`config.mk`:
```
export PLATFORM = sky130hd
export DESIGN_NAME = soc_peripherals
export DESIGN_NICKNAME = d
export VERILOG_FILES = /design/src/rtl/soc_periph_pkg.sv /design/src/rtl/apb_pkg.sv /design/src/rtl/soc_peripherals.sv /design/src/rtl/apb_gpio.sv /design/src/rtl/apb_soc_ctrl.sv /design/src/rtl/periph_bus_decoder.sv /design/src/rtl/edge_sync.sv
export VERILOG_INCLUDE_DIRS = /design/src /design/src/rtl
export SDC_FILE = /design/constraint.sdc
export NUM_CORES = 1
export LEC_CHECK = 0
export BUFFER_PORTS_ARGS = -buffer_cell sky130_fd_sc_hd__buf_2
export CAP_MARGIN = 20
export CORE_MARGIN = 2
export CORE_UTILIZATION = 38
export CTS_BUF_LIST = sky130_fd_sc_hd__clkbuf_16
export DETAILED_ROUTE_END_ITERATION = 12
export PLACE_DENSITY_LB_ADDON = 0.08
export SKIP_CTS_REPAIR_TIMING = 1
export SLEW_MARGIN = 0
export SYNTH_ARGS = -nofsm -noshare
export SYNTH_HDL_FRONTEND = slang
export SYNTH_SLANG_ARGS = --single-unit
```
`constraint.sdc`:
```
create_clock -name clk_i -period 5.4 [get_ports clk_i]
set_input_delay 1.08 -clock clk_i [delete_from_list [all_inputs] [get_ports clk_i]]
set_output_delay 1.08 -clock clk_i [all_outputs]
set_load 0.03 [all_outputs]
```
`src/rtl/soc_periph_defs.svh`:
```
/* peripheral subsystem parameters */

`ifndef SOC_PERIPH_DEFS_SVH
`define SOC_PERIPH_DEFS_SVH

// apb bus widths
`define APB_ADDR_WIDTH 32
`define APB_DATA_WIDTH 32

// page field inside paddr
`define PAGE_LSB 12
`define PAGE_WIDTH 4

// page numbers per target
`define PAGE_GPIO 4'h0
`define PAGE_SOC_CTRL 4'h1

// gpio pin count
`define N_GPIO 32

// jtag exchange byte
`define JTAG_REG_WIDTH 8

// fc boot vector out of reset
`define BOOT_ADDR_RESET 32'h1A00_0080

// flops in each synchronizer chain
`define SYNC_STAGES 2

`endif
```
`src/rtl/soc_periph_pkg.sv`:
```
/* peripheral register and event types */

`default_nettype none

`include "soc_periph_defs.svh"

package soc_periph_pkg;

  // soc control word offsets, page relative
  typedef enum logic [7:0] {
    REG_BOOT_ADDR = 8'h04,
    REG_FETCH_EN  = 8'h08,
    REG_JTAG      = 8'h0C,
    REG_BOOTSEL   = 8'h10
  } soc_ctrl_reg_e;

  // gpio word offsets, page relative
  typedef enum logic [7:0] {
    REG_DIR   = 8'h00,
    REG_IN    = 8'h04,
    REG_OUT   = 8'h08,
    REG_INTEN = 8'h0C
  } gpio_reg_e;

  // single cycle event pulses toward the fc
  typedef struct packed {
    logic [`N_GPIO-1:0] gpio;
    logic               ref_rise;
    logic               ref_fall;
  } soc_events_t;

endpackage

`default_nettype wire

```
`src/rtl/apb_pkg.sv`:
```
/* apb bus types */

`default_nettype none

`include "soc_periph_defs.svh"

package apb_pkg;

  // master to slave, one transfer
  typedef struct packed {
    logic [`APB_ADDR_WIDTH-1:0] paddr;
    logic [`APB_DATA_WIDTH-1:0] pwdata;
    logic                       pwrite;
    logic                       psel;
    logic                       penable;
  } apb_req_t;

  // slave to master
  typedef struct packed {
    logic [`APB_DATA_WIDTH-1:0] prdata;
    logic                       pready;
    logic                       pslverr;
  } apb_rsp_t;

  // page decode result
  typedef enum logic [1:0] {
    TARGET_GPIO     = 2'd0,
    TARGET_SOC_CTRL = 2'd1,
    TARGET_NONE     = 2'd2
  } periph_target_e;

endpackage

`default_nettype wire

```
`src/rtl/soc_peripherals.sv`:
```
/* apb peripheral subsystem */

`timescale 1ns/1ps
`default_nettype none

`include "soc_periph_defs.svh"

module soc_peripherals (
  input  wire logic                       clk_i,
  input  wire logic                       arst_n_i,
  input  apb_pkg::apb_req_t               apb_req_i,
  input  wire logic                       slow_clk_i,
  input  wire logic                       bootsel_i,
  input  wire logic                       fc_fetch_en_valid_i,
  input  wire logic                       fc_fetch_en_i,
  input  wire logic [`JTAG_REG_WIDTH-1:0] soc_jtag_reg_i,
  input  wire logic [`N_GPIO-1:0]         gpio_in_i,
  output apb_pkg::apb_rsp_t               apb_rsp_o,
  output logic      [`APB_DATA_WIDTH-1:0] fc_bootaddr_o,
  output logic                            fc_fetchen_o,
  output logic      [`JTAG_REG_WIDTH-1:0] soc_jtag_reg_o,
  output logic      [`N_GPIO-1:0]         gpio_out_o,
  output logic      [`N_GPIO-1:0]         gpio_oe_o,
  output soc_periph_pkg::soc_events_t     events_o
);

  apb_pkg::apb_req_t          gpio_req;
  apb_pkg::apb_req_t          soc_ctrl_req;
  logic [`APB_DATA_WIDTH-1:0] gpio_rdata;
  logic [`APB_DATA_WIDTH-1:0] soc_ctrl_rdata;
  logic [`N_GPIO-1:0]         gpio_event;
  logic                       ref_rise;
  logic                       ref_fall;

  ////////////////////
  // bus split
  ////////////////////
  periph_bus_decoder i_periph_bus_decoder (
    .clk_i           (clk_i),
    .arst_n_i        (arst_n_i),
    .apb_req_i       (apb_req_i),
    .gpio_rdata_i    (gpio_rdata),
    .soc_ctrl_rdata_i(soc_ctrl_rdata),
    .gpio_req_o      (gpio_req),
    .soc_ctrl_req_o  (soc_ctrl_req),
    .apb_rsp_o       (apb_rsp_o)
  );

  ////////////////////
  // peripherals
  ////////////////////
  apb_soc_ctrl i_apb_soc_ctrl (
    .clk_i              (clk_i),
    .arst_n_i           (arst_n_i),
    .apb_req_i          (soc_ctrl_req),
    .bootsel_i          (bootsel_i),
    .fc_fetch_en_valid_i(fc_fetch_en_valid_i),
    .fc_fetch_en_i      (fc_fetch_en_i),
    .soc_jtag_reg_i     (soc_jtag_reg_i),
    .prdata_o           (soc_ctrl_rdata),
    .fc_bootaddr_o      (fc_bootaddr_o),
    .fc_fetchen_o       (fc_fetchen_o),
    .soc_jtag_reg_o     (soc_jtag_reg_o)
  );

  apb_gpio i_apb_gpio (
    .clk_i       (clk_i),
    .arst_n_i    (arst_n_i),
    .apb_req_i   (gpio_req),
    .gpio_in_i   (gpio_in_i),
    .prdata_o    (gpio_rdata),
    .gpio_out_o  (gpio_out_o),
    .gpio_oe_o   (gpio_oe_o),
    .gpio_event_o(gpio_event)
  );

  // slow clock edges as events
  edge_sync #(
    .WIDTH(1)
  ) i_ref_clk_sync (
    .clk_i   (clk_i),
    .arst_n_i(arst_n_i),
    .async_i (slow_clk_i),
    .sync_o  (),
    .rise_o  (ref_rise),
    .fall_o  (ref_fall)
  );

  // event bundle
  assign events_o.gpio     = gpio_event;
  assign events_o.ref_rise = ref_rise;
  assign events_o.ref_fall = ref_fall;

endmodule

`default_nettype wire

```
`src/rtl/apb_gpio.sv`:
```
/* gpio registers and pin events */

`timescale 1ns/1ps
`default_nettype none

`include "soc_periph_defs.svh"

module apb_gpio (
  input  wire logic                       clk_i,
  input  wire logic                       arst_n_i,
  input  apb_pkg::apb_req_t               apb_req_i,
  input  wire logic [`N_GPIO-1:0]         gpio_in_i,
  output logic      [`APB_DATA_WIDTH-1:0] prdata_o,
  output logic      [`N_GPIO-1:0]         gpio_out_o,
  output logic      [`N_GPIO-1:0]         gpio_oe_o,
  output logic      [`N_GPIO-1:0]         gpio_event_o
);

  localparam int unsigned OFFSET_W = $bits(soc_periph_pkg::gpio_reg_e);

  soc_periph_pkg::gpio_reg_e reg_sel;
  logic                      reg_hit;
  logic                      wr_en;

  logic [`N_GPIO-1:0] dir_q;
  logic [`N_GPIO-1:0] out_q;
  logic [`N_GPIO-1:0] inten_q;
  logic [`N_GPIO-1:0] gpio_sync;
  logic [`N_GPIO-1:0] gpio_rise;

  assign reg_sel = soc_periph_pkg::gpio_reg_e'(apb_req_i.paddr[OFFSET_W-1:0]);
  assign reg_hit = ~|apb_req_i.paddr[`PAGE_LSB-1:OFFSET_W];
  assign wr_en   = apb_req_i.psel & apb_req_i.penable & apb_req_i.pwrite & reg_hit;

  // pads are asynchronous to clk_i
  edge_sync #(
    .WIDTH(`N_GPIO)
  ) i_gpio_sync (
    .clk_i   (clk_i),
    .arst_n_i(arst_n_i),
    .async_i (gpio_in_i),
    .sync_o  (gpio_sync),
    .rise_o  (gpio_rise),
    .fall_o  ()
  );

  ////////////////////
  // registers
  ////////////////////
  always_ff @(posedge clk_i or negedge arst_n_i) begin
    if (!arst_n_i) begin
      dir_q   <= '0;
      out_q   <= '0;
      inten_q <= '0;
    end else if (wr_en) begin
      case (reg_sel)
        soc_periph_pkg::REG_DIR:   dir_q   <= apb_req_i.pwdata[`N_GPIO-1:0];
        soc_periph_pkg::REG_OUT:   out_q   <= apb_req_i.pwdata[`N_GPIO-1:0];
        soc_periph_pkg::REG_INTEN: inten_q <= apb_req_i.pwdata[`N_GPIO-1:0];
        // REG_IN is read only
        default: ;
      endcase
    end
  end

  // read back
  always_comb begin
    prdata_o = '0;
    if (reg_hit) begin
      case (reg_sel)
        soc_periph_pkg::REG_DIR:   prdata_o[`N_GPIO-1:0] = dir_q;
        soc_periph_pkg::REG_IN:    prdata_o[`N_GPIO-1:0] = gpio_sync;
        soc_periph_pkg::REG_OUT:   prdata_o[`N_GPIO-1:0] = out_q;
        soc_periph_pkg::REG_INTEN: prdata_o[`N_GPIO-1:0] = inten_q;
        default: ;
      endcase
    end
  end

  assign gpio_out_o   = out_q;
  assign gpio_oe_o    = dir_q;
  // rising edges on enabled pins only
  assign gpio_event_o = gpio_rise & inten_q;

endmodule

`default_nettype wire

```
`src/rtl/apb_soc_ctrl.sv`:
```
/* soc control registers */

`timescale 1ns/1ps
`default_nettype none

`include "soc_periph_defs.svh"

module apb_soc_ctrl (
  input  wire logic                       clk_i,
  input  wire logic                       arst_n_i,
  input  apb_pkg::apb_req_t               apb_req_i,
  input  wire logic                       bootsel_i,
  input  wire logic                       fc_fetch_en_valid_i,
  input  wire logic                       fc_fetch_en_i,
  input  wire logic [`JTAG_REG_WIDTH-1:0] soc_jtag_reg_i,
  output logic      [`APB_DATA_WIDTH-1:0] prdata_o,
  output logic      [`APB_DATA_WIDTH-1:0] fc_bootaddr_o,
  output logic                            fc_fetchen_o,
  output logic      [`JTAG_REG_WIDTH-1:0] soc_jtag_reg_o
);

  localparam int unsigned OFFSET_W = $bits(soc_periph_pkg::soc_ctrl_reg_e);

  soc_periph_pkg::soc_ctrl_reg_e reg_sel;
  logic                          reg_hit;
  logic                          wr_en;

  logic [`APB_DATA_WIDTH-1:0] boot_addr_q;
  logic                       fetch_en_q;
  logic [`JTAG_REG_WIDTH-1:0] jtag_q;

  // word offset inside the page
  assign reg_sel = soc_periph_pkg::soc_ctrl_reg_e'(apb_req_i.paddr[OFFSET_W-1:0]);
  // bits between offset and page must be zero, no aliasing
  assign reg_hit = ~|apb_req_i.paddr[`PAGE_LSB-1:OFFSET_W];
  // write lands at the end of the access cycle
  assign wr_en   = apb_req_i.psel & apb_req_i.penable & apb_req_i.pwrite & reg_hit;

  ////////////////////
  // registers
  ////////////////////
  always_ff @(posedge clk_i or negedge arst_n_i) begin
    if (!arst_n_i) begin
      boot_addr_q <= `BOOT_ADDR_RESET;
      fetch_en_q  <= 1'b0;
      jtag_q      <= '0;
    end else begin
      if (wr_en) begin
        case (reg_sel)
          soc_periph_pkg::REG_BOOT_ADDR: boot_addr_q <= apb_req_i.pwdata;
          soc_periph_pkg::REG_JTAG:      jtag_q      <= apb_req_i.pwdata[`JTAG_REG_WIDTH-1:0];
          default: ;
        endcase
      end
      // external strobe beats a bus write
      if (fc_fetch_en_valid_i) begin
        fetch_en_q <= fc_fetch_en_i;
      end else if (wr_en && reg_sel == soc_periph_pkg::REG_FETCH_EN) begin
        fetch_en_q <= apb_req_i.pwdata[0];
      end
    end
  end

  ////////////////////
  // read mux
  ////////////////////
  always_comb begin
    prdata_o = '0;
    if (reg_hit) begin
      case (reg_sel)
        soc_periph_pkg::REG_BOOT_ADDR: prdata_o = boot_addr_q;
        soc_periph_pkg::REG_FETCH_EN:  prdata_o[0] = fetch_en_q;
        // incoming byte above outgoing byte
        soc_periph_pkg::REG_JTAG:
          prdata_o[2*`JTAG_REG_WIDTH-1:0] = {soc_jtag_reg_i, jtag_q};
        soc_periph_pkg::REG_BOOTSEL:   prdata_o[0] = bootsel_i;
        default: ;
      endcase
    end
  end

  assign fc_bootaddr_o  = boot_addr_q;
  assign fc_fetchen_o   = fetch_en_q;
  assign soc_jtag_reg_o = jtag_q;

endmodule

`default_nettype wire

```
`src/rtl/periph_bus_decoder.sv`:
```
/* apb page decoder */

`timescale 1ns/1ps
`default_nettype none

`include "soc_periph_defs.svh"

module periph_bus_decoder (
  input  wire logic                       clk_i,
  input  wire logic                       arst_n_i,
  input  apb_pkg::apb_req_t               apb_req_i,
  input  wire logic [`APB_DATA_WIDTH-1:0] gpio_rdata_i,
  input  wire logic [`APB_DATA_WIDTH-1:0] soc_ctrl_rdata_i,
  output apb_pkg::apb_req_t               gpio_req_o,
  output apb_pkg::apb_req_t               soc_ctrl_req_o,
  output apb_pkg::apb_rsp_t               apb_rsp_o
);

  // decode is purely combinational, clk_i and arst_n_i only complete the port set

  logic [`PAGE_WIDTH-1:0]  page;
  apb_pkg::periph_target_e target;
  logic                    access;

  assign page   = apb_req_i.paddr[`PAGE_LSB +: `PAGE_WIDTH];
  // second phase of a transfer
  assign access = apb_req_i.psel & apb_req_i.penable;

  ////////////////////
  // page decode
  ////////////////////
  always_comb begin
    case (page)
      `PAGE_GPIO:     target = apb_pkg::TARGET_GPIO;
      `PAGE_SOC_CTRL: target = apb_pkg::TARGET_SOC_CTRL;
      default:        target = apb_pkg::TARGET_NONE;
    endcase
  end

  // same request to both, psel only toward the hit
  always_comb begin
    gpio_req_o          = apb_req_i;
    gpio_req_o.psel     = apb_req_i.psel & (target == apb_pkg::TARGET_GPIO);
    soc_ctrl_req_o      = apb_req_i;
    soc_ctrl_req_o.psel = apb_req_i.psel & (target == apb_pkg::TARGET_SOC_CTRL);
  end

  ////////////////////
  // response merge
  ////////////////////
  always_comb begin
    case (target)
      apb_pkg::TARGET_GPIO:     apb_rsp_o.prdata = gpio_rdata_i;
      apb_pkg::TARGET_SOC_CTRL: apb_rsp_o.prdata = soc_ctrl_rdata_i;
      // unmapped page reads zero
      default:                  apb_rsp_o.prdata = '0;
    endcase
    // all targets are zero wait
    apb_rsp_o.pready  = access;
    // error only in the access phase of a miss
    apb_rsp_o.pslverr = access & (target == apb_pkg::TARGET_NONE);
  end

endmodule

`default_nettype wire

```
`src/rtl/edge_sync.sv`:
```
/* synchronizer with edge pulses */

`timescale 1ns/1ps
`default_nettype none

`include "soc_periph_defs.svh"

module edge_sync #(
  parameter int unsigned WIDTH = 1
) (
  input  wire logic             clk_i,
  input  wire logic             arst_n_i,
  input  wire logic [WIDTH-1:0] async_i,
  output logic      [WIDTH-1:0] sync_o,
  output logic      [WIDTH-1:0] rise_o,
  output logic      [WIDTH-1:0] fall_o
);

  // index 0 samples the raw input
  logic [`SYNC_STAGES-1:0][WIDTH-1:0] sync_q;
  // last synchronized value, for edge compare
  logic [WIDTH-1:0]                   prev_q;

  always_ff @(posedge clk_i or negedge arst_n_i) begin
    if (!arst_n_i) begin
      sync_q <= '0;
      prev_q <= '0;
    end else begin
      sync_q <= {sync_q[`SYNC_STAGES-2:0], async_i};
      prev_q <= sync_o;
    end
  end

  assign sync_o = sync_q[`SYNC_STAGES-1];
  // one cycle wide, one flop apart
  assign rise_o = sync_o & ~prev_q;
  assign fall_o = ~sync_o & prev_q;

endmodule

`default_nettype wire

```
=== Word-level counts from Yosys, hierarchy flattened ===
Index checks and enable logic that the tools add are counted.

* Register bits: 236
* Latch bits: 0
* Memory bits (writable): 0
* ROM bits: 0
* Bits of input ports: 113
* Output and inout bits: 173
* Logic and storage cells: 58
* Memories: 0

* Add/sub/neg operators: 0
* Multiply operators: 0
* Div/mod/pow operators: 0
* $lt $le $gt $ge: 0
* Equal/unequal tests: 7
* Shift-type cells: 0
* Mux-type cells: 10
* Bitwise logic cells: 17
* Reductions and logical operators: 12

{| class="wikitable"
|+ Operators by type and width
! operator !! number
|-
| 32-bit case mux with 4 select lines || 1
|-
| 32-bit AND || 2
|-
| 32-bit two-way mux || 2
|-
| 32-bit case mux with 2 select lines || 1
|-
| 32-bit NOT || 1
|-
| 15-bit case mux with 2 select lines || 1
|-
| 8-bit by 4-bit equality test with 1-bit output (second input constant) || 2
|-
| 16-bit two-way mux || 1
|-
| 1-bit AND || 12
|-
| 2-bit AND reduction || 5
|-
| 8-bit by 3-bit equality test with 1-bit output (second input constant) || 1
|-
| 8-bit by 5-bit equality test with 1-bit output (second input constant) || 1
|-
| 8-bit logical NOT || 1
|-
| 4-bit by 1-bit equality test with 1-bit output (second input constant) || 1
|-
| 4-bit logical NOT || 1
|-
| 1-bit case mux with 4 select lines || 1
|-
| 2-bit case mux with 2 select lines || 1
|-
| 4-bit OR reduction || 1
|-
| 2-bit by 1-bit equality test with 1-bit output (second input constant) || 1
|-
| 2-bit equality test (second input constant) || 1
|-
| 2-bit logical NOT || 1
|-
| 1-bit two-way mux || 2
|-
| 1-bit NOT || 2
|-
| 2-bit nonzero test || 1
|-
| 2 further kinds || 2
|}

=== Logic depth before layout (Yosys ltp) ===
Gate-level depths: netlist of the first run.

* Word-level depth: 10
* Depth in mapped cells: 7
* Mapped depth without buffers: 4

=== Cells and area by module ===
A second synthesis of the first run with hierarchy kept.

* Cells, all modules: 904
* Area total of the unflattened synthesis: 12012.8 um^2

{| class="wikitable"
|+ By module, submodules not included
! module !! times used !! cells each !! area each (um^2) !! sequential area each (um^2)
|-
| apb_gpio || 1 || 318 || 5106.1 || 2402.3
|-
| edge_sync at i_apb_gpio.i_gpio_sync || 1 || 192 || 3203.1 || 2402.3
|-
| apb_soc_ctrl || 1 || 176 || 2055.7 || 1031.0
|-
| periph_bus_decoder || 1 || 211 || 1542.7 || 0.0
|-
| edge_sync at i_ref_clk_sync || 1 || 5 || 90.1 || 75.1
|-
| soc_peripherals || 1 || 2 || 15.0 || 0.0
|}

=== Least setup slack after synthesis of the first run ===
No wires, ideal clock.

* Kind: in2out
* Start: in apb_req_i[44] (netlist name)
* End: out apb_rsp_o[22] (netlist name)
* Arrival time: 2792 ps
* Data required time: 4320 ps
* Setup slack: 1528 ps
* Stages: 6
* Cells stage by stage: nor4_4 -> nand4_1 -> or3b_1 -> clkbuf_2 -> buf_2 -> o22ai_1

{| class="wikitable"
|+ RTL lines
! element !! line !! source
|-
| start, declared || soc_peripherals.sv:11 || <nowiki>input apb_pkg::apb_req_t apb_req_i,</nowiki>
|-
| end, declared || soc_peripherals.sv:18 || <nowiki>output apb_pkg::apb_rsp_t apb_rsp_o,</nowiki>
|}

==> out/results.tsv, run 1 <==
stage	metric	value	unit
outcome	run status	complete, no violations	
detailed_routing	routed wire length	25760	um
hold_path	worst hold-check path type	reg2reg	
critical_path	Worst Path Class, Setup	in2out	
timing	Final Hold Fails	0	
cells_and_area	Finished Layout Cells	1278	
yosys	fraction of registers with async set or reset after synthesis	100.0	%
pwr	static leakage	6.325	nW
hold_path	hold path cells	0	
critical_path	type of element launching the critical path	primary input	
floorplan	die boundary height	163.1	um
timing	setup tns final	0	ns
yosys	average instance area after synthesis	14.72	um2
critical_path	worst reg2reg path endpoint	i_apb_soc_ctrl.fc_fetchen_o$_DFFE_PN0P_	
grt	largest net degree at the start of global routing	126	
grt	aggregate global-route resource usage	19.45	%
placed_design	half-perimeter wire length of the detailed placement result	16980	um
floorplan	horizontal die dimension	163.1	um
detailed_routing	routed wire length per instance	20.15	um
detailed_routing	violation count after the first detailed-routing iteration	279	
detailed_routing	vias per inst	4.973	
critical_path	internal reg-to-reg setup slack	4.50	ns
clock_tree	deepest clock path buffer count	3	
critical_path	top cell family by delay on the critical path	simple AND/OR/NAND/NOR gates	
timing	fin crit share	81.60	%
yosys	post-synthesis sequential element count	236	
timing	time the worst path needs with I/O delays and setup	4.406	ns
clock_tree	TritonCTS clock tree	done	
cells_and_area	layout filler cell count	2314	
detailed_routing	antenna-violating nets left	0	
critical_path	worst flop-to-flop path startpoint	i_apb_soc_ctrl.fc_fetchen_o$_DFFE_PN0P_	
timing	actual slew at the worst max-slew pin	0.9689	ns
timing	timing-limited maximum frequency	227.0	MHz
yosys	synth unique cells	36	
placed_design	worst setup slack after placement	1.005	ns
timing	Max Transition Viols Final	0	
floorplan	starting density of the core	38.40	%
timing	worst max-slew margin expressed relative to the limit	35.40	%
floorplan	# IOs	286	
detailed_routing	total vias in the final route	6355	
grt	Remaining Overflow, GRT	0	
grt	first-pass GRT wire length	39600	um
critical_path	most used cell along the critical path	buf_2	
clock_tree	clock insertion delay at the later pin of the skew report	0.52	ns
yosys	number of cells produced by synthesis	653	
pwr	Final Power	0.003658	W
timing	worst-case setup margin in the final layout	0.9938	ns
cells_and_area	area added between synthesis and finish	25.65	%
critical_path	buffers and inverters on the worst path	2	
clock_tree	TritonCTS buffer count	26	
critical_path	Crit-path slowest cell	or3b_1	
cells_and_area	ratio of cells with drive above 1 in the final layout	50.26	%
cells_and_area	layout net count	1040	
floorplan	num rows	58	
critical_path	Required @ worst endpoint	4.32	ns
critical_path	depth of the worst register-to-register path	2	
run	reported max-cap violation count	0	
yosys	Synth Warn #	0	
hold_path	beginning of the worst hold path	i_apb_gpio.i_gpio_sync.sync_q[16]$_DFF_PN0_	
floorplan	area inside the core boundary	0.02504	mm2
clock_tree	number of sinks on the clock net	236	
critical_path	series of cell instances along the critical path	buf_2 -> nor4_4 -> nand4_1 -> or3b_1 -> o22ai_1 -> buf_2	
hold_path	endpoint of the worst hold path	i_apb_gpio.i_gpio_sync.sync_o[16]$_DFF_PN0_	
yosys	Post-synth EDFFs	0	
pwr	power density normalized to cell area	302.9	mW/mm2
placed_design	DP Cell Count	1229	
yosys	primary flip-flop cell chosen by synthesis mapping	dfrtp_1	
grt	antenna violations before repair	2	
pwr	worst voltage drop across the vdd grid	202.2	uV
grt	vias in the first global route	6799	
timing	worst-case clock skew	0.005594	ns
detailed_routing	number of design rule violations left after detail routing	0	
timing	unrepaired setup endpoints after global routing	no	
yosys	sequential area share after synthesis	61.49	%
critical_path	endpoint arrival time on the critical path	3.33	ns
placed_design	number of I/O port buffers	269	
critical_path	highest cell delay on the worst timing path	0.80	ns
yosys	mapped cell area	0.009613	mm2
critical_path	largest fanout of any net on the critical path	16	
placed_design	GPL Wtd Cong	0.7938	
yosys	post-synth net total	766	
detailed_routing	DR pass1 iterations	4	
critical_path	kind of capture point of the worst setup path	primary output	
clock_tree	Clock Tree Root	clkbuf_16	
clock_tree	Clock transition at path regs	0.06	ns
clock_tree	count of H-tree levels built during CTS	1	
timing	number of setup violations in the final report	0	
floorplan	Die Outline Area	0.02659	mm2
## stage by stage
stage | cell area [um2] | util [%] | hold slack, ns
finish | 12080 | 48.25 | 0.3471
global route | 12080 | 48.24 | 0.3536
CTS | 12080 | 48.24 | 0.3488
detailed placement | 11260 | 44.99 | 0.3347
global placement | 11260 | 44.99 | 0.3325
floorplan | 9613 | - | 0.3312
## cell families after synthesis
family / synth area share [%]
buf+inv: 3.137
compound gates: 3.202
flops: 61.49
simple gates: 6.013
mux: 26.16
## registers in the layout, indices dropped and copies added (netlist names), 8 cells and up
| signal | count |
|---|---|
| i_apb_gpio.i_gpio_sync.prev_q | 32 |
| i_apb_gpio.inten_q | 32 |
| i_apb_gpio.gpio_oe_o | 32 |
| i_apb_gpio.i_gpio_sync.sync_q | 32 |
| i_apb_soc_ctrl.soc_jtag_reg_o | 8 |
| i_apb_soc_ctrl.fc_bootaddr_o | 32 |
| i_apb_gpio.gpio_out_o | 32 |
| i_apb_gpio.i_gpio_sync.sync_o | 32 |
## how the worst max path moves through the flow
| stage | endpoint | startpoint | cells after the start | slack [ns] |
|---|---|---|---|---|
| after global placement | apb_rsp_o[28] | apb_req_i[44] | 6 | 1.02 |
| final | apb_rsp_o[23] | apb_req_i[44] | 6 | 0.99 |
| after floorplan | apb_rsp_o[22] | apb_req_i[44] | 6 | 1.53 |
| after CTS | apb_rsp_o[23] | apb_req_i[44] | 6 | 0.98 |
| after detailed placement | apb_rsp_o[23] | apb_req_i[44] | 6 | 1.01 |
| after global routing | apb_rsp_o[23] | apb_req_i[44] | 6 | 0.88 |
## cell type report
type / instances / area (um2) / share of cell area [%]
antenna: 1 / 2.502 / 0.02072
clock buffer: 27 / 675.6 / 5.594
clock inverter: 21 / 137.6 / 1.139
inverter: 17 / 63.81 / 0.5283
multi-input combinational: 364 / 3407 / 28.21
sequential: 236 / 5911 / 48.93
tap: 330 / 412.9 / 3.418
timing repair buffer: 282 / 1469 / 12.16
## Yosys cell counts, drive strengths merged, types with 2 or more instances
cell | count | share of area (%)
dfrtp | 232 | 60
a21oi | 18 | 0.94
nor2b | 3 | 0.20
buf | 29 | 2.2
nand2b | 2 | 0.13
mux2 | 136 | 17
nand3 | 2 | 0.16
o22ai | 32 | 2.1
mux2i | 48 | 5.0
nand3b | 3 | 0.23
inv | 17 | 0.66
nor3 | 4 | 0.49
clkbuf | 7 | 0.29
and2 | 3 | 0.20
o31a | 2 | 0.18
nor2 | 50 | 2.0
nand4 | 3 | 0.20
mux4 | 16 | 3.7
nor4 | 5 | 0.86
nand2 | 34 | 1.4
dfstp | 4 | 1.1
## cells in the final DEF, fill, tap and decap left out, types with 2 or more instances in the layout
cell type	instances
nand4_1	3
dfstp_2	4
clkinv_2	5
mux2i_1	48
inv_1	26
clkinv_1	5
and2_1	3
nor2_1	50
mux4_2	16
nor2b_1	3
nor4_4	3
mux2_1	5
o31a_1	2
nand2b_1	2
dfrtp_1	232
buf_4	13
mux2_2	93
o22ai_1	32
bufinv_16	2
buf_2	267
nand2_1	33
clkbuf_16	27
nor3_4	3
mux2_4	38
a21oi_1	18
nand3b_1	3
## where the power goes
group          switching [W]  internal [W]
Clock               0.000688      0.000991
Sequential         0.0000165       0.00181
Combinational       0.000100     0.0000553
## per-layer routing
layer / vias up / global-route usage [%] / wire length, um
met3: 44 / 4.012 / 1508
met1: 3247 / 25.48 / 11150
met5: - / 0 / 13
met2: 196 / 32.92 / 12550
li1: 2866 / - / -
met4: 2 / 5.390 / 532
No activity file was read; power rests on OpenSTA's default activity.
==> run 2, diff against run 1 <==
==> constraint.sdc (replaced) <==
create_clock -name clk_i -period 4.3 [get_ports clk_i]
set_input_delay 0.86 -clock clk_i [delete_from_list [all_inputs] [get_ports clk_i]]
set_output_delay 0.86 -clock clk_i [all_outputs]
set_load 0.03 [all_outputs]
==> run 2 against run 1 <==
First-iteration DRC count grew 13%. Critical path type unchanged. Critical endpoint is now apb_rsp_o[30]. Critical path depth unchanged. Clock power rose by 36%. Final cell count up 0.70%. Count of clock-buffer cells in the layout stayed put. Sequential power grew 26%. Die area did not move. Worst hold slack got worse by 0.11 ns. Largest power group unchanged.
==> out/results.tsv, run 2 (synthesized netlist as in run 1, its figures left out) <==
stage	metric	value	unit	change
outcome	run status	complete, no violations		
grt	aggregate global-route resource usage	19.51	%	+0.062 points
detailed_routing	antenna-violating nets left	0		unchanged
clock_tree	deepest clock path buffer count	3		unchanged
cells_and_area	ratio of cells with drive above 1 in the final layout	51.26	%	+0.99 points
critical_path	endpoint arrival time on the critical path	3.05	ns	-0.28 ns
placed_design	placed inst area	0.01131	mm2	+0.40%
timing	number of setup violations in the final report	0		unchanged
timing	actual slew at the worst max-slew pin	0.9109	ns	-0.05803 ns
clock_tree	TritonCTS buffer count	27		+3.8%
cells_and_area	commonest non-fill, non-tap cell in the layout	buf_2		
detailed_routing	routed wire length per instance	20.16	um	about the same
hold_path	worst hold-check path type	in2async		
placed_design	GPL Wtd Cong	0.8037		+1.2%
pwr	power density normalized to cell area	391.8	mW/mm2	+29%
run	reported max-cap violation count	0		unchanged
detailed_routing	vias per inst	5.009		+0.72%
floorplan	horizontal die dimension	163.1	um	unchanged
detailed_routing	routed length on met3	1800	um	+19%
critical_path	worst reg2reg path endpoint	i_apb_soc_ctrl.fc_fetchen_o$_DFFE_PN0P_		
floorplan	# IOs	286		unchanged
timing	worst-case setup margin in the final layout	0.3920	ns	-0.6018 ns
timing	setup tns final	0	ns	unchanged
floorplan	starting density of the core	38.40	%	unchanged
clock_tree	count of H-tree levels built during CTS	1		unchanged
grt	antenna violations before repair	4		+2
timing	worst-case clock skew	0.01124	ns	+0.005647 ns
cells_and_area	most frequent cells in the layout	267 x buf_2, 232 x dfrtp_1, 93 x mux2_2, 50 x nor2_1, 48 x mux2i_1		
grt	Remaining Overflow, GRT	0		unchanged
critical_path	kind of capture point of the worst setup path	primary output		
pwr	static leakage	6.358	nW	+0.52%
timing	Max Transition Viols Final	0		unchanged
cells_and_area	layout net count	1047		+0.67%
detailed_routing	DR pass1 iterations	4		unchanged
placed_design	number of I/O port buffers	269		unchanged
detailed_routing	total vias in the final route	6446		+1.4%
placed_design	half-perimeter wire length of the detailed placement result	17740	um	+4.4%
cells_and_area	multi-input gate area in the final layout	0.003407	mm2	unchanged
timing	timing-limited maximum frequency	255.9	MHz	
detailed_routing	number of design rule violations left after detail routing	0		unchanged
critical_path	type of element launching the critical path	primary input		
clock_tree	TritonCTS clock tree	done		
clock_tree	Clock transition at path regs	0.06	ns	about the same
critical_path	depth of the worst register-to-register path	2		unchanged
floorplan	area inside the core boundary	0.02504	mm2	unchanged
critical_path	largest fanout of any net on the critical path	16		unchanged
detailed_routing	routed wire length	25950	um	+0.74%
critical_path	internal reg-to-reg setup slack	3.40	ns	-1.10 ns
placed_design	worst setup slack after placement	0.3836	ns	-0.6214 ns
cells_and_area	layout filler cell count	2287		-1.2%
cells_and_area	Layout Cell Area excl Fill	0.01220	mm2	+1.0%
cells_and_area	register cell area after layout	0.005911	mm2	unchanged
detailed_routing	topmost layer with routed signal wires	met5		
detailed_routing	length of routed met2 wiring	12490	um	-0.45%
clock_tree	number of sinks on the clock net	236		unchanged
critical_path	worst flop-to-flop path startpoint	i_apb_soc_ctrl.fc_fetchen_o$_DFFE_PN0P_		
floorplan	num rows	58		unchanged
timing	worst max-slew margin expressed relative to the limit	39.27	%	+3.9 points
grt	first-pass GRT wire length	39590	um	about the same
timing	unrepaired setup endpoints after global routing	no		
clock_tree	Clock Tree Root	clkbuf_16		
floorplan	Die Outline Area	0.02659	mm2	unchanged
critical_path	Worst Path Class, Setup	in2out		
critical_path	Required @ worst endpoint	3.44	ns	-0.88 ns
grt	largest net degree at the start of global routing	108		-14%
detailed_routing	violation count after the first detailed-routing iteration	314		+13%
floorplan	die boundary height	163.1	um	unchanged
detailed_routing	metal1 wirelength	10960	um	-1.7%
timing	fin crit share	90.88	%	
timing	Final Hold Fails	0		unchanged
pwr	worst voltage drop across the vdd grid	242.4	uV	+20%
cells_and_area	area added between synthesis and finish	26.96	%	
grt	vias in the first global route	6739		-0.88%
clock_tree	clock insertion delay at the later pin of the skew report	0.54	ns	+0.02 ns
timing	time the worst path needs with I/O delays and setup	3.908	ns	
[run 2: changes by cell type in the layout (fill, tap and decap cells not counted)]
| cell | delta |
|---|---|
| clkinvlp_4 | +2 |
| diode_2 | +2 |
| clkinv_2 | +1 |
| buf_4 | +6 |
| clkinv_1 | +2 |
| clkinv_4 | +1 |
| inv_6 | +1 |
| inv_1 | -8 |
| bufinv_16 | +2 |
[run 2: stage by stage]
step | total power (W) | hold slack (ns) | cells | util [%]
floorplan | 0.002397 | 0.3312 | 653 | -
global placement | 0.002530 | 0.3324 | 1235 | 45.17
detailed placement | 0.002538 | 0.3355 | 1235 | 45.17
CTS | 0.004854 | 0.2660 | 1284 | 48.72
global route | 0.004971 | 0.2850 | 1286 | 48.74
finish | 0.004782 | 0.2414 | 1287 | 48.75
[run 2: how the worst max path moves through the flow]
| stage | end | depth (start not counted) | slack (ns) | start |
|---|---|---|---|---|
| finish | apb_rsp_o[30] | 6 | 0.39 | apb_req_i[44] |
| global route | apb_rsp_o[29] | 6 | 0.24 | apb_req_i[44] |
| CTS | apb_rsp_o[29] | 6 | 0.37 | apb_req_i[44] |
| global placement | apb_rsp_o[27] | 6 | 0.44 | apb_req_i[44] |
| detailed placement | apb_rsp_o[29] | 6 | 0.38 | apb_req_i[44] |
| floorplan | apb_rsp_o[22] | 6 | 0.87 | apb_req_i[44] |
[run 2: per-layer routing]
layer | vias up | track usage (%)
li1 | 2882 | -
met1 | 3307 | 25.89
met2 | 209 | 31.80
met3 | 46 | 5.003
met4 | 2 | 5.591
met5 | - | 0
[run 2: cell type report]
type	count	share of cell area, %
inverters	17	0.5229
repair buffers	288	12.41
diodes	3	0.06151
well taps	330	3.383
clock inverters	22	1.743
flip-flops and latches	236	48.43
clock buffers	27	5.536
multi-input cells	364	27.92
[run 2: worst max-delay path, cell delays in order]
cell and delay (ns):
buf_2 0.11, nor4_4 0.47, nand4_1 0.26, or3b_1 0.80, o22ai_1 0.29, buf_2 0.24
[run 2: report_power, final]
part,switching (W),total [W],internal [W]
logic,0.000128,0.000201,0.0000726
registers,0.0000210,0.00229,0.00227
clock network,0.000910,0.00229,0.00138
total,0.00106,0.00478,0.00372
